--- config.mk ---
export PLATFORM = sky130hd
export DESIGN_NAME = grom_cpu
export DESIGN_NICKNAME = d
export VERILOG_FILES = /design/src/grom_bus_pkg.sv /design/src/grom_isa_pkg.sv /design/src/grom_alu.sv /design/src/grom_regfile.sv /design/src/grom_control.sv /design/src/grom_cpu.sv
export SDC_FILE = /design/constraint.sdc
export NUM_CORES = 1
export LEC_CHECK = 0
export ABC_AREA = 1
export BUFFER_PORTS_ARGS = -buffer_cell sky130_fd_sc_hd__buf_2
export CAP_MARGIN = 5
export CORE_ASPECT_RATIO = 1.1
export CORE_MARGIN = 2
export CORE_UTILIZATION = 55
export DETAILED_ROUTE_END_ITERATION = 16
export PLACE_DENSITY = 0.75
export SYNTH_ARGS = -nofsm -noshare
export SYNTH_HDL_FRONTEND = slang
export SYNTH_SLANG_ARGS = --single-unit
--- constraint.sdc ---
create_clock -name clk -period 3.63 [get_ports clk]
set_input_delay 0.5445 -clock clk [delete_from_list [all_inputs] [get_ports clk]]
set_output_delay 0.5445 -clock clk [all_outputs]
set_load 0.005 [all_outputs]
--- src/grom_bus_pkg.sv ---
package grom_bus_pkg;

	localparam int ADDR_W = 12;
	localparam int DATA_W = 8;
	localparam int SEG_W  = 4;

	typedef logic [ADDR_W-1:0] addr_t;
	typedef logic [DATA_W-1:0] data_t;
	typedef logic [SEG_W-1:0]  seg_t;   // Top nibble of a data address

	localparam addr_t PC_RESET = addr_t'(0);

endpackage

--- src/grom_isa_pkg.sv ---
package grom_isa_pkg;

	localparam int NUM_REGS = 4;

	typedef logic [1:0] reg_sel_t;

	// Single-byte groups, bits 6:4
	localparam logic [2:0] GRP_MOV     = 3'b000;
	localparam logic [2:0] GRP_ARITH   = 3'b001;
	localparam logic [2:0] GRP_LOGIC   = 3'b010;
	localparam logic [2:0] GRP_INCDEC  = 3'b011;
	localparam logic [2:0] GRP_LOADR   = 3'b101;
	localparam logic [2:0] GRP_STORER  = 3'b110;
	localparam logic [2:0] GRP_SPECIAL = 3'b111;

	// Two-byte groups
	localparam logic [2:0] GRP_JR      = 3'b000;
	localparam logic [2:0] GRP_JUMP    = 3'b001;
	localparam logic [2:0] GRP_SEGIMM  = 3'b110;
	localparam logic [2:0] GRP_IMM     = 3'b111;

	localparam logic [1:0] SPC_MOV_DS  = 2'b01;  // Special, dst field
	localparam logic [1:0] SPC_MISC    = 2'b11;
	localparam logic [1:0] SPC_HALT    = 2'b11;  // Special misc, src field
	localparam logic [1:0] SEG_DS      = 2'b01;  // Segment immediate, src field
	localparam logic [1:0] IMM_MOV     = 2'b00;
	localparam logic [1:0] IMM_LOAD    = 2'b01;
	localparam logic [1:0] IMM_STORE   = 2'b10;

	localparam logic [2:0] COND_ALWAYS = 3'b000;
	localparam logic [2:0] COND_C      = 3'b001;
	localparam logic [2:0] COND_NC     = 3'b010;
	localparam logic [2:0] COND_M      = 3'b011;
	localparam logic [2:0] COND_P      = 3'b100;
	localparam logic [2:0] COND_Z      = 3'b101;
	localparam logic [2:0] COND_NZ     = 3'b110;

	// Grouped by four so the dst field selects within a group
	typedef enum logic [3:0] {
		ALU_ADD = 4'd0,
		ALU_SUB = 4'd1,
		ALU_ADC = 4'd2,
		ALU_SBC = 4'd3,
		ALU_AND = 4'd4,
		ALU_OR  = 4'd5,
		ALU_NOT = 4'd6,
		ALU_XOR = 4'd7,
		ALU_INC = 4'd8,
		ALU_DEC = 4'd9,
		ALU_CMP = 4'd10,
		ALU_TST = 4'd11
	} alu_op_t;

	typedef struct packed {
		logic       long_f;
		logic [2:0] grp;
		logic [1:0] dst;   // Register or sub-operation
		reg_sel_t   src;
	} instr_reg_t;

	typedef struct packed {
		logic       long_f;
		logic [2:0] grp;
		logic [3:0] tgt;   // Relative flag and condition, or jump address high nibble
	} instr_tgt_t;

	typedef union packed {
		instr_reg_t r;
		instr_tgt_t t;
	} instr_t;

	// Controller states
	localparam logic [3:0] ST_FETCH       = 4'd0;
	localparam logic [3:0] ST_FETCH_WAIT  = 4'd1;
	localparam logic [3:0] ST_FETCH_LATCH = 4'd2;
	localparam logic [3:0] ST_EXEC        = 4'd3;
	localparam logic [3:0] ST_IMM_WAIT    = 4'd4;
	localparam logic [3:0] ST_IMM_LATCH   = 4'd5;
	localparam logic [3:0] ST_EXEC_DBL    = 4'd6;
	localparam logic [3:0] ST_LOAD_WAIT   = 4'd7;
	localparam logic [3:0] ST_LOAD_WRITE  = 4'd8;
	localparam logic [3:0] ST_ALU_WAIT    = 4'd9;
	localparam logic [3:0] ST_ALU_WRITE   = 4'd10;
	localparam logic [3:0] ST_HALTED      = 4'd11;

endpackage

--- src/grom_alu.sv ---
`timescale 1ns/1ps

module grom_alu
	import grom_bus_pkg::*;
	import grom_isa_pkg::*;
(
	input  logic    clk,
	input  logic    reset,
	input  data_t   alu_a,
	input  data_t   alu_b,
	input  alu_op_t alu_op,
	input  logic    alu_go,
	output data_t   alu_result,
	output logic    carry,
	output logic    zero,
	output logic    sign
);

	logic [DATA_W:0] wide;   // Carry or borrow in the top bit
	logic [DATA_W:0] a_ext;
	logic [DATA_W:0] b_ext;
	logic [DATA_W:0] c_ext;

	assign a_ext = {1'b0, alu_a};
	assign b_ext = {1'b0, alu_b};
	assign c_ext = {{DATA_W{1'b0}}, carry};

	always_comb
	begin
		case (alu_op)
			ALU_ADD:          wide = a_ext + b_ext;
			ALU_SUB, ALU_CMP: wide = a_ext - b_ext;
			ALU_ADC:          wide = a_ext + b_ext + c_ext;
			ALU_SBC:          wide = a_ext - b_ext - c_ext;
			ALU_AND, ALU_TST: wide = a_ext & b_ext;
			ALU_OR:           wide = a_ext | b_ext;
			ALU_NOT:          wide = {1'b0, ~alu_b};
			ALU_XOR:          wide = a_ext ^ b_ext;
			ALU_INC:          wide = b_ext + (DATA_W+1)'(1);
			ALU_DEC:          wide = b_ext - (DATA_W+1)'(1);
			default:          wide = '0;
		endcase
	end

	always_ff @(posedge clk)
	begin
		if (reset)
		begin
			alu_result <= '0;
			carry      <= 1'b0;
			zero       <= 1'b0;
			sign       <= 1'b0;
		end
		else if (alu_go)
		begin
			alu_result <= wide[DATA_W-1:0];
			carry      <= wide[DATA_W];
			zero       <= (wide[DATA_W-1:0] == '0);
			sign       <= wide[DATA_W-1];
		end
	end

endmodule

--- src/grom_regfile.sv ---
`timescale 1ns/1ps

module grom_regfile
	import grom_bus_pkg::*;
	import grom_isa_pkg::*;
(
	input  logic     clk,
	input  logic     reset,
	input  reg_sel_t rd_sel_a,
	input  reg_sel_t rd_sel_b,
	output data_t    rd_data_a,
	output data_t    rd_data_b,
	input  logic     wr_en,
	input  reg_sel_t wr_sel,
	input  data_t    wr_data,
	input  logic     ds_wr_en,
	input  seg_t     ds_data,
	output seg_t     ds
);

	data_t regs [NUM_REGS];   // R0 to R3

	always_ff @(posedge clk)
	begin
		if (reset)
		begin
			for (int i = 0; i < NUM_REGS; i++)
			begin
				regs[i] <= '0;
			end
			ds <= '0;
		end
		else
		begin
			if (wr_en)
			begin
				regs[wr_sel] <= wr_data;
			end
			if (ds_wr_en)
			begin
				ds <= ds_data;
			end
		end
	end

	assign rd_data_a = regs[rd_sel_a];
	assign rd_data_b = regs[rd_sel_b];

endmodule

--- src/grom_control.sv ---
`timescale 1ns/1ps

module grom_control
	import grom_bus_pkg::*;
	import grom_isa_pkg::*;
(
	input  logic     clk,
	input  logic     reset,
	output addr_t    addr,
	input  data_t    data_in,
	output data_t    data_out,
	output logic     we,
	output logic     hlt,
	output reg_sel_t rd_sel_a,
	output reg_sel_t rd_sel_b,
	input  data_t    rd_data_a,
	input  data_t    rd_data_b,
	output logic     wr_en,
	output reg_sel_t wr_sel,
	output data_t    wr_data,
	output logic     ds_wr_en,
	output seg_t     ds_data,
	input  seg_t     ds,
	output data_t    alu_a,
	output data_t    alu_b,
	output alu_op_t  alu_op,
	output logic     alu_go,
	input  data_t    alu_result,
	input  logic     carry,
	input  logic     zero,
	input  logic     sign
);

	addr_t      pc;
	instr_t     instr;
	data_t      imm;       // Second byte of a long instruction
	reg_sel_t   tgt_reg;   // Destination of a load or ALU result
	logic [3:0] state;

	logic  alu_grp;
	logic  jr_taken;
	addr_t jr_offset;

	function automatic logic cond_met(input logic [2:0] cond, input logic c,
		input logic z, input logic s);
		case (cond)
			COND_ALWAYS: return 1'b1;
			COND_C:      return c;
			COND_NC:     return !c;
			COND_M:      return s;
			COND_P:      return !s;
			COND_Z:      return z;
			COND_NZ:     return !z;
			default:     return 1'b0;
		endcase
	endfunction

	assign alu_grp = !instr.r.long_f && (instr.r.grp == GRP_ARITH ||
		instr.r.grp == GRP_LOGIC || instr.r.grp == GRP_INCDEC);

	// ALU groups always take R0 as first operand
	assign rd_sel_a = alu_grp ? reg_sel_t'(0) : instr.r.dst;
	assign rd_sel_b = instr.r.src;

	assign jr_offset = {{(ADDR_W-DATA_W){imm[DATA_W-1]}}, imm};
	assign jr_taken  = instr.t.tgt[3] && cond_met(instr.t.tgt[2:0], carry, zero, sign);

	assign hlt = (state == ST_HALTED);

	// Register file and DS writes
	always_comb
	begin
		wr_en    = 1'b0;
		wr_sel   = tgt_reg;
		wr_data  = alu_result;
		ds_wr_en = 1'b0;
		ds_data  = rd_data_b[SEG_W-1:0];
		case (state)
			ST_EXEC:
				if (!instr.r.long_f && instr.r.grp == GRP_MOV)
				begin
					wr_en   = 1'b1;
					wr_sel  = instr.r.dst;
					wr_data = rd_data_b;
				end
				else if (!instr.r.long_f && instr.r.grp == GRP_SPECIAL &&
					instr.r.dst == SPC_MOV_DS)
				begin
					ds_wr_en = 1'b1;
				end
			ST_EXEC_DBL:
				if (instr.r.grp == GRP_IMM && instr.r.dst == IMM_MOV)
				begin
					wr_en   = 1'b1;
					wr_sel  = instr.r.src;
					wr_data = imm;
				end
				else if (instr.r.grp == GRP_SEGIMM && instr.r.src == SEG_DS)
				begin
					ds_wr_en = 1'b1;
					ds_data  = imm[SEG_W-1:0];
				end
			ST_LOAD_WRITE:
			begin
				wr_en   = 1'b1;
				wr_data = data_in;
			end
			ST_ALU_WRITE:
				wr_en = 1'b1;
			default: ;
		endcase
	end

	always_ff @(posedge clk)
	begin
		if (reset)
		begin
			state  <= ST_FETCH;
			pc     <= PC_RESET;
			addr   <= PC_RESET;
			we     <= 1'b0;
			alu_go <= 1'b0;
		end
		else
		begin
			we     <= 1'b0;   // Strobes last one cycle
			alu_go <= 1'b0;
			case (state)
				ST_FETCH:
				begin
					addr  <= pc;
					state <= ST_FETCH_WAIT;
				end
				ST_FETCH_WAIT:
					state <= ST_FETCH_LATCH;
				ST_FETCH_LATCH:
				begin
					instr <= data_in;
					pc    <= pc + 1'b1;
					state <= ST_EXEC;
				end
				ST_EXEC:
					if (instr.r.long_f)
					begin
						addr  <= pc;
						pc    <= pc + 1'b1;
						state <= ST_IMM_WAIT;
					end
					else
					begin
						state <= ST_FETCH;
						case (instr.r.grp)
							GRP_ARITH, GRP_LOGIC, GRP_INCDEC:
							begin
								alu_a   <= rd_data_a;
								alu_b   <= rd_data_b;
								alu_op  <= alu_op_t'({instr.r.grp[1:0] - 2'd1, instr.r.dst});
								alu_go  <= 1'b1;
								tgt_reg <= (instr.r.grp == GRP_INCDEC) ? instr.r.src : reg_sel_t'(0);
								// CMP and TST only set flags
								if (!(instr.r.grp == GRP_INCDEC && instr.r.dst[1]))
								begin
									state <= ST_ALU_WAIT;
								end
							end
							GRP_LOADR:
							begin
								addr    <= {ds, rd_data_b};
								tgt_reg <= instr.r.dst;
								state   <= ST_LOAD_WAIT;
							end
							GRP_STORER:
							begin
								addr     <= {ds, rd_data_a};
								data_out <= rd_data_b;
								we       <= 1'b1;
							end
							GRP_SPECIAL:
								if (instr.r.dst == SPC_MISC && instr.r.src == SPC_HALT)
								begin
									state <= ST_HALTED;
								end
							default: ;   // MOV goes through the write port
						endcase
					end
				ST_IMM_WAIT:
					state <= ST_IMM_LATCH;
				ST_IMM_LATCH:
				begin
					imm   <= data_in;
					state <= ST_EXEC_DBL;
				end
				ST_EXEC_DBL:
				begin
					state <= ST_FETCH;
					case (instr.t.grp)
						GRP_JR:
							if (jr_taken)
							begin
								pc <= pc + jr_offset;   // pc already past both bytes
							end
						GRP_JUMP:
							pc <= {instr.t.tgt, imm};
						GRP_IMM:
							case (instr.r.dst)
								IMM_LOAD:
								begin
									addr    <= {ds, imm};
									tgt_reg <= instr.r.src;
									state   <= ST_LOAD_WAIT;
								end
								IMM_STORE:
								begin
									addr     <= {ds, imm};
									data_out <= rd_data_b;
									we       <= 1'b1;
								end
								default: ;
							endcase
						default: ;
					endcase
				end
				ST_LOAD_WAIT:
					state <= ST_LOAD_WRITE;
				ST_LOAD_WRITE:
					state <= ST_FETCH;
				ST_ALU_WAIT:
					state <= ST_ALU_WRITE;
				ST_ALU_WRITE:
					state <= ST_FETCH;
				ST_HALTED:
					state <= ST_HALTED;   // Only reset leaves
				default:
					state <= ST_FETCH;
			endcase
		end
	end

endmodule

--- src/grom_cpu.sv ---
`timescale 1ns/1ps

module grom_cpu
	import grom_bus_pkg::*;
	import grom_isa_pkg::*;
(
	input  logic  clk,
	input  logic  reset,
	output addr_t addr,
	input  data_t data_in,
	output data_t data_out,
	output logic  we,
	output logic  hlt
);

	reg_sel_t rd_sel_a;
	reg_sel_t rd_sel_b;
	data_t    rd_data_a;
	data_t    rd_data_b;
	logic     wr_en;
	reg_sel_t wr_sel;
	data_t    wr_data;
	logic     ds_wr_en;
	seg_t     ds_data;
	seg_t     ds;

	data_t    alu_a;
	data_t    alu_b;
	alu_op_t  alu_op;
	logic     alu_go;
	data_t    alu_result;
	logic     carry;
	logic     zero;
	logic     sign;

	grom_control u_control (
		.clk        (clk),
		.reset      (reset),
		.addr       (addr),
		.data_in    (data_in),
		.data_out   (data_out),
		.we         (we),
		.hlt        (hlt),
		.rd_sel_a   (rd_sel_a),
		.rd_sel_b   (rd_sel_b),
		.rd_data_a  (rd_data_a),
		.rd_data_b  (rd_data_b),
		.wr_en      (wr_en),
		.wr_sel     (wr_sel),
		.wr_data    (wr_data),
		.ds_wr_en   (ds_wr_en),
		.ds_data    (ds_data),
		.ds         (ds),
		.alu_a      (alu_a),
		.alu_b      (alu_b),
		.alu_op     (alu_op),
		.alu_go     (alu_go),
		.alu_result (alu_result),
		.carry      (carry),
		.zero       (zero),
		.sign       (sign)
	);

	grom_regfile u_regfile (
		.clk       (clk),
		.reset     (reset),
		.rd_sel_a  (rd_sel_a),
		.rd_sel_b  (rd_sel_b),
		.rd_data_a (rd_data_a),
		.rd_data_b (rd_data_b),
		.wr_en     (wr_en),
		.wr_sel    (wr_sel),
		.wr_data   (wr_data),
		.ds_wr_en  (ds_wr_en),
		.ds_data   (ds_data),
		.ds        (ds)
	);

	grom_alu u_alu (
		.clk        (clk),
		.reset      (reset),
		.alu_a      (alu_a),
		.alu_b      (alu_b),
		.alu_op     (alu_op),
		.alu_go     (alu_go),
		.alu_result (alu_result),
		.carry      (carry),
		.zero       (zero),
		.sign       (sign)
	);

endmodule

==> summary.md <==
| Metric | Value |
|---|---|
| Final setup TNS | 0 ps |
| Maximum clock insertion buffer count | 2 |
| Io pins | 32 |
| Routed len/inst | around 18 um |
| Initial antenna violation count | 0 |
| Net count after synthesis | roughly 1,400 |
| Crit end category | flip-flop |
| Dpl cells | approximately 1,500 |
| Max Slew Vio Count | 0 |
| # rows | 50 |
| Slew Limit Headroom | between 40% and 50% |
| CP Data Required Time | approximately 3700 ps |
| Layout area overhead | 9.69% |
| Leakage | about 4.6 nW |
| Nets | ~1,400 |
| Die Width | approximately 130 um |
| Most frequent cells in the layout | 282 x nand2_1, 165 x inv_1, 165 x nor2_1, 96 x a21oi_1, 94 x nand3_1 |
| Cell Area, Synth | 9350 sq um |
| Top cells by area, synth | edfxtp_1 25%, nand2_1 11%, dfxtp_1 9.8% |
| Register area share after synthesis | 34.9% |
| Final wirelength | 28,600 um |
| Synth Register Bits | around 120 |
| Finished Layout Cells | roughly 1,500 |
| Number of buffers inserted by port buffering | 31 |
| Ys Warns | 0 |
| Vias in the first global route | ~8,600 |
| Post-CTS Setup Repair Bufs | 0 |
| Worst Hold Margin | about 340 ps |
| Largest net degree at the start of global routing | 36 |
| Largest regs | u_regfile.regs: 32 flops, u_control.addr: 12 flops, u_control.pc: 12 flops |
| Resize count post-CTS | 0 |
| Max H-tree Level | 4 |
| Cts hold-fix bufs | 0 |
| Final Skew | ~10 ps |
| Num CTS Buffers | 17 |
| Vias | just over 9,000 |
| Primary FF master, synth | edfxtp_1 |
| # diodes | 0 |
| Layout cells sized above 1 | around a tenth |
| Fraction of registers with async set/reset | 0% |
| Status | finished clean |
| Commonest non-fill, non-tap cell in the layout | nand2_1 |
| EDFF count, synth | between 70 and 80 |
| Fin crit period | approximately 3000 ps |
| Setup CP Type | reg -> reg |
| Post-DP HPWL | ~22,000 um |
| Arrival @ worst endpoint | slightly above 3000 ps |
| Fillers | 1,526 |
| DR DRC count | 0 |
| Max Cap Viol | 0 |
| Largest register FFs | 32 |
| Area of the core | ~17,000 sq um |
| Tcrit/Tclk final | 82.8% |
| # setup viols final | 0 |
| Root buf cell | clkbuf_16 |
| Worst Path Max Fanout | 14 |
| Fin. Hold Viols | 0 |
| First-pass GRT wire length | between 40,000 and 50,000 um |
| Max IR drop VDD | around 0.33 mV |
| Die area | approximately 18,000 sq um |
| Synth top area share | 25.0% |
| Drt pass-1 iters | 6 |
| Power Dens Cells | between 400 and 500 nW/um^2 |
| Unrepaired setup endpoints after global routing | no |
| CTS tree | built |
| Fmax | 333 MHz |
| Yosys top cell by area | edfxtp_1 |
| Initial Util | between 50% and 60% |
| Most flop-heavy register | u_regfile.regs |
| Via count normalized by instance count | 6.01 |
| GRT Util Overall | between 30 and 40% |
| Startpoint Class | flip-flop |
| Post-Syn Instances | ~1,300 |
| Clock Sinks | approximately 120 |
| Reg clk slew, reported paths | 60 ps |
| Routed Antenna Nets | 0 |
| Drt initial violations | ~990 |
| Die height | 141 um |
| Clk Latency, worst-skew pair | ~420 ps |
| Global route overflow | 0 |
| HP Class | in -> reg |
| Worst-Margin Slew | slightly below 900 ps |
| GPL Wtd Cong | 0.982 |
| Unique masters post-synth | 57 |
| Syn avg cell area | between 7 and 8 sq um |
-- power breakdown --
part | switching [mW] | internal [mW]
sequential | 0.0979 | 1.60
combinational | 0.491 | 0.258
clock | 0.634 | 1.08
-- cell families after synthesis --
family,after synthesis,synth area share [%]
simple gates,622,28.9
xor+xnor,13,1.22
fa+ha+maj,60,8.35
compound gates,271,17.6
flops,124,34.9
buf+inv,207,9.04
-- worst paths after layout --
check	from	endpoint	slack (ps)	cells past startpoint
worst min register to register	u_regfile.ds[3]$_SDFFE_PP0P_	u_regfile.ds[3]$_SDFFE_PP0P_	460	2
worst max-delay path	u_control.instr[2]$_DFFE_PP_	u_regfile.regs[3][7]$_DFFE_PP_	620	8
worst min-delay path	data_in[4]	u_control.instr[4]$_DFFE_PP_	340	1
worst max register to register	u_control.instr[2]$_DFFE_PP_	u_regfile.regs[3][7]$_DFFE_PP_	620	8
-- through the flow --
stage               cell area [sq um]  setup slack [ps]  total power [mW]  utilization, %
floorplan                        9350              1160              2.23               -
CTS                             10300               678              4.15            61.0
global placement                 9660               734              2.44            57.4
detailed placement               9660               687              2.45            57.4
global route                    10300               288              4.32            61.0
finish                          10300               623              4.16            61.0
-- final cells by class --
type	count	area [sq um]	area share (%)
sequential	124	3260	31.8
multi-input combinational	966	5240	51.1
clock buffer	19	433	4.22
inverter	178	671	6.54
clock inverter	13	165	1.61
tap	208	260	2.54
timing repair buffer	40	223	2.17
-- critical path: stages, from the launching register on --
cell      delay (ps)
edfxtp_1         400
inv_1            290
ha_1             220
nand2_1          310
inv_1            360
o21ai_1          120
o221ai_2         270
a21oi_1          110
nor2_1           560
-- Yosys cell counts, drive strengths merged, types with 8 or more instances --
| cell | count |
|---|---|
| edfxtp | 78 |
| o211ai | 13 |
| dfxtp | 46 |
| clkbuf | 10 |
| nor3 | 10 |
| a32oi | 9 |
| nand4 | 17 |
| buf | 19 |
| a211oi | 14 |
| a31oi | 11 |
| or2 | 16 |
| a21oi | 97 |
| a22oi | 8 |
| nand2 | 296 |
| nand3 | 96 |
| ha | 56 |
| o21a | 10 |
| o21ai | 82 |
| xor2 | 8 |
| nor2 | 180 |
| inv | 178 |
-- metal layers --
layer | vias to the layer above | track usage, % | wire length, um
li1 | 4431 | - | -
met1 | 4251 | 39.4 | 11100
met2 | 513 | 53.1 | 13600
met3 | 108 | 5.58 | 2300
met4 | 0 | 18.2 | 1620
met5 | - | 0 | 0
Power figures use the tool's default switching activity.
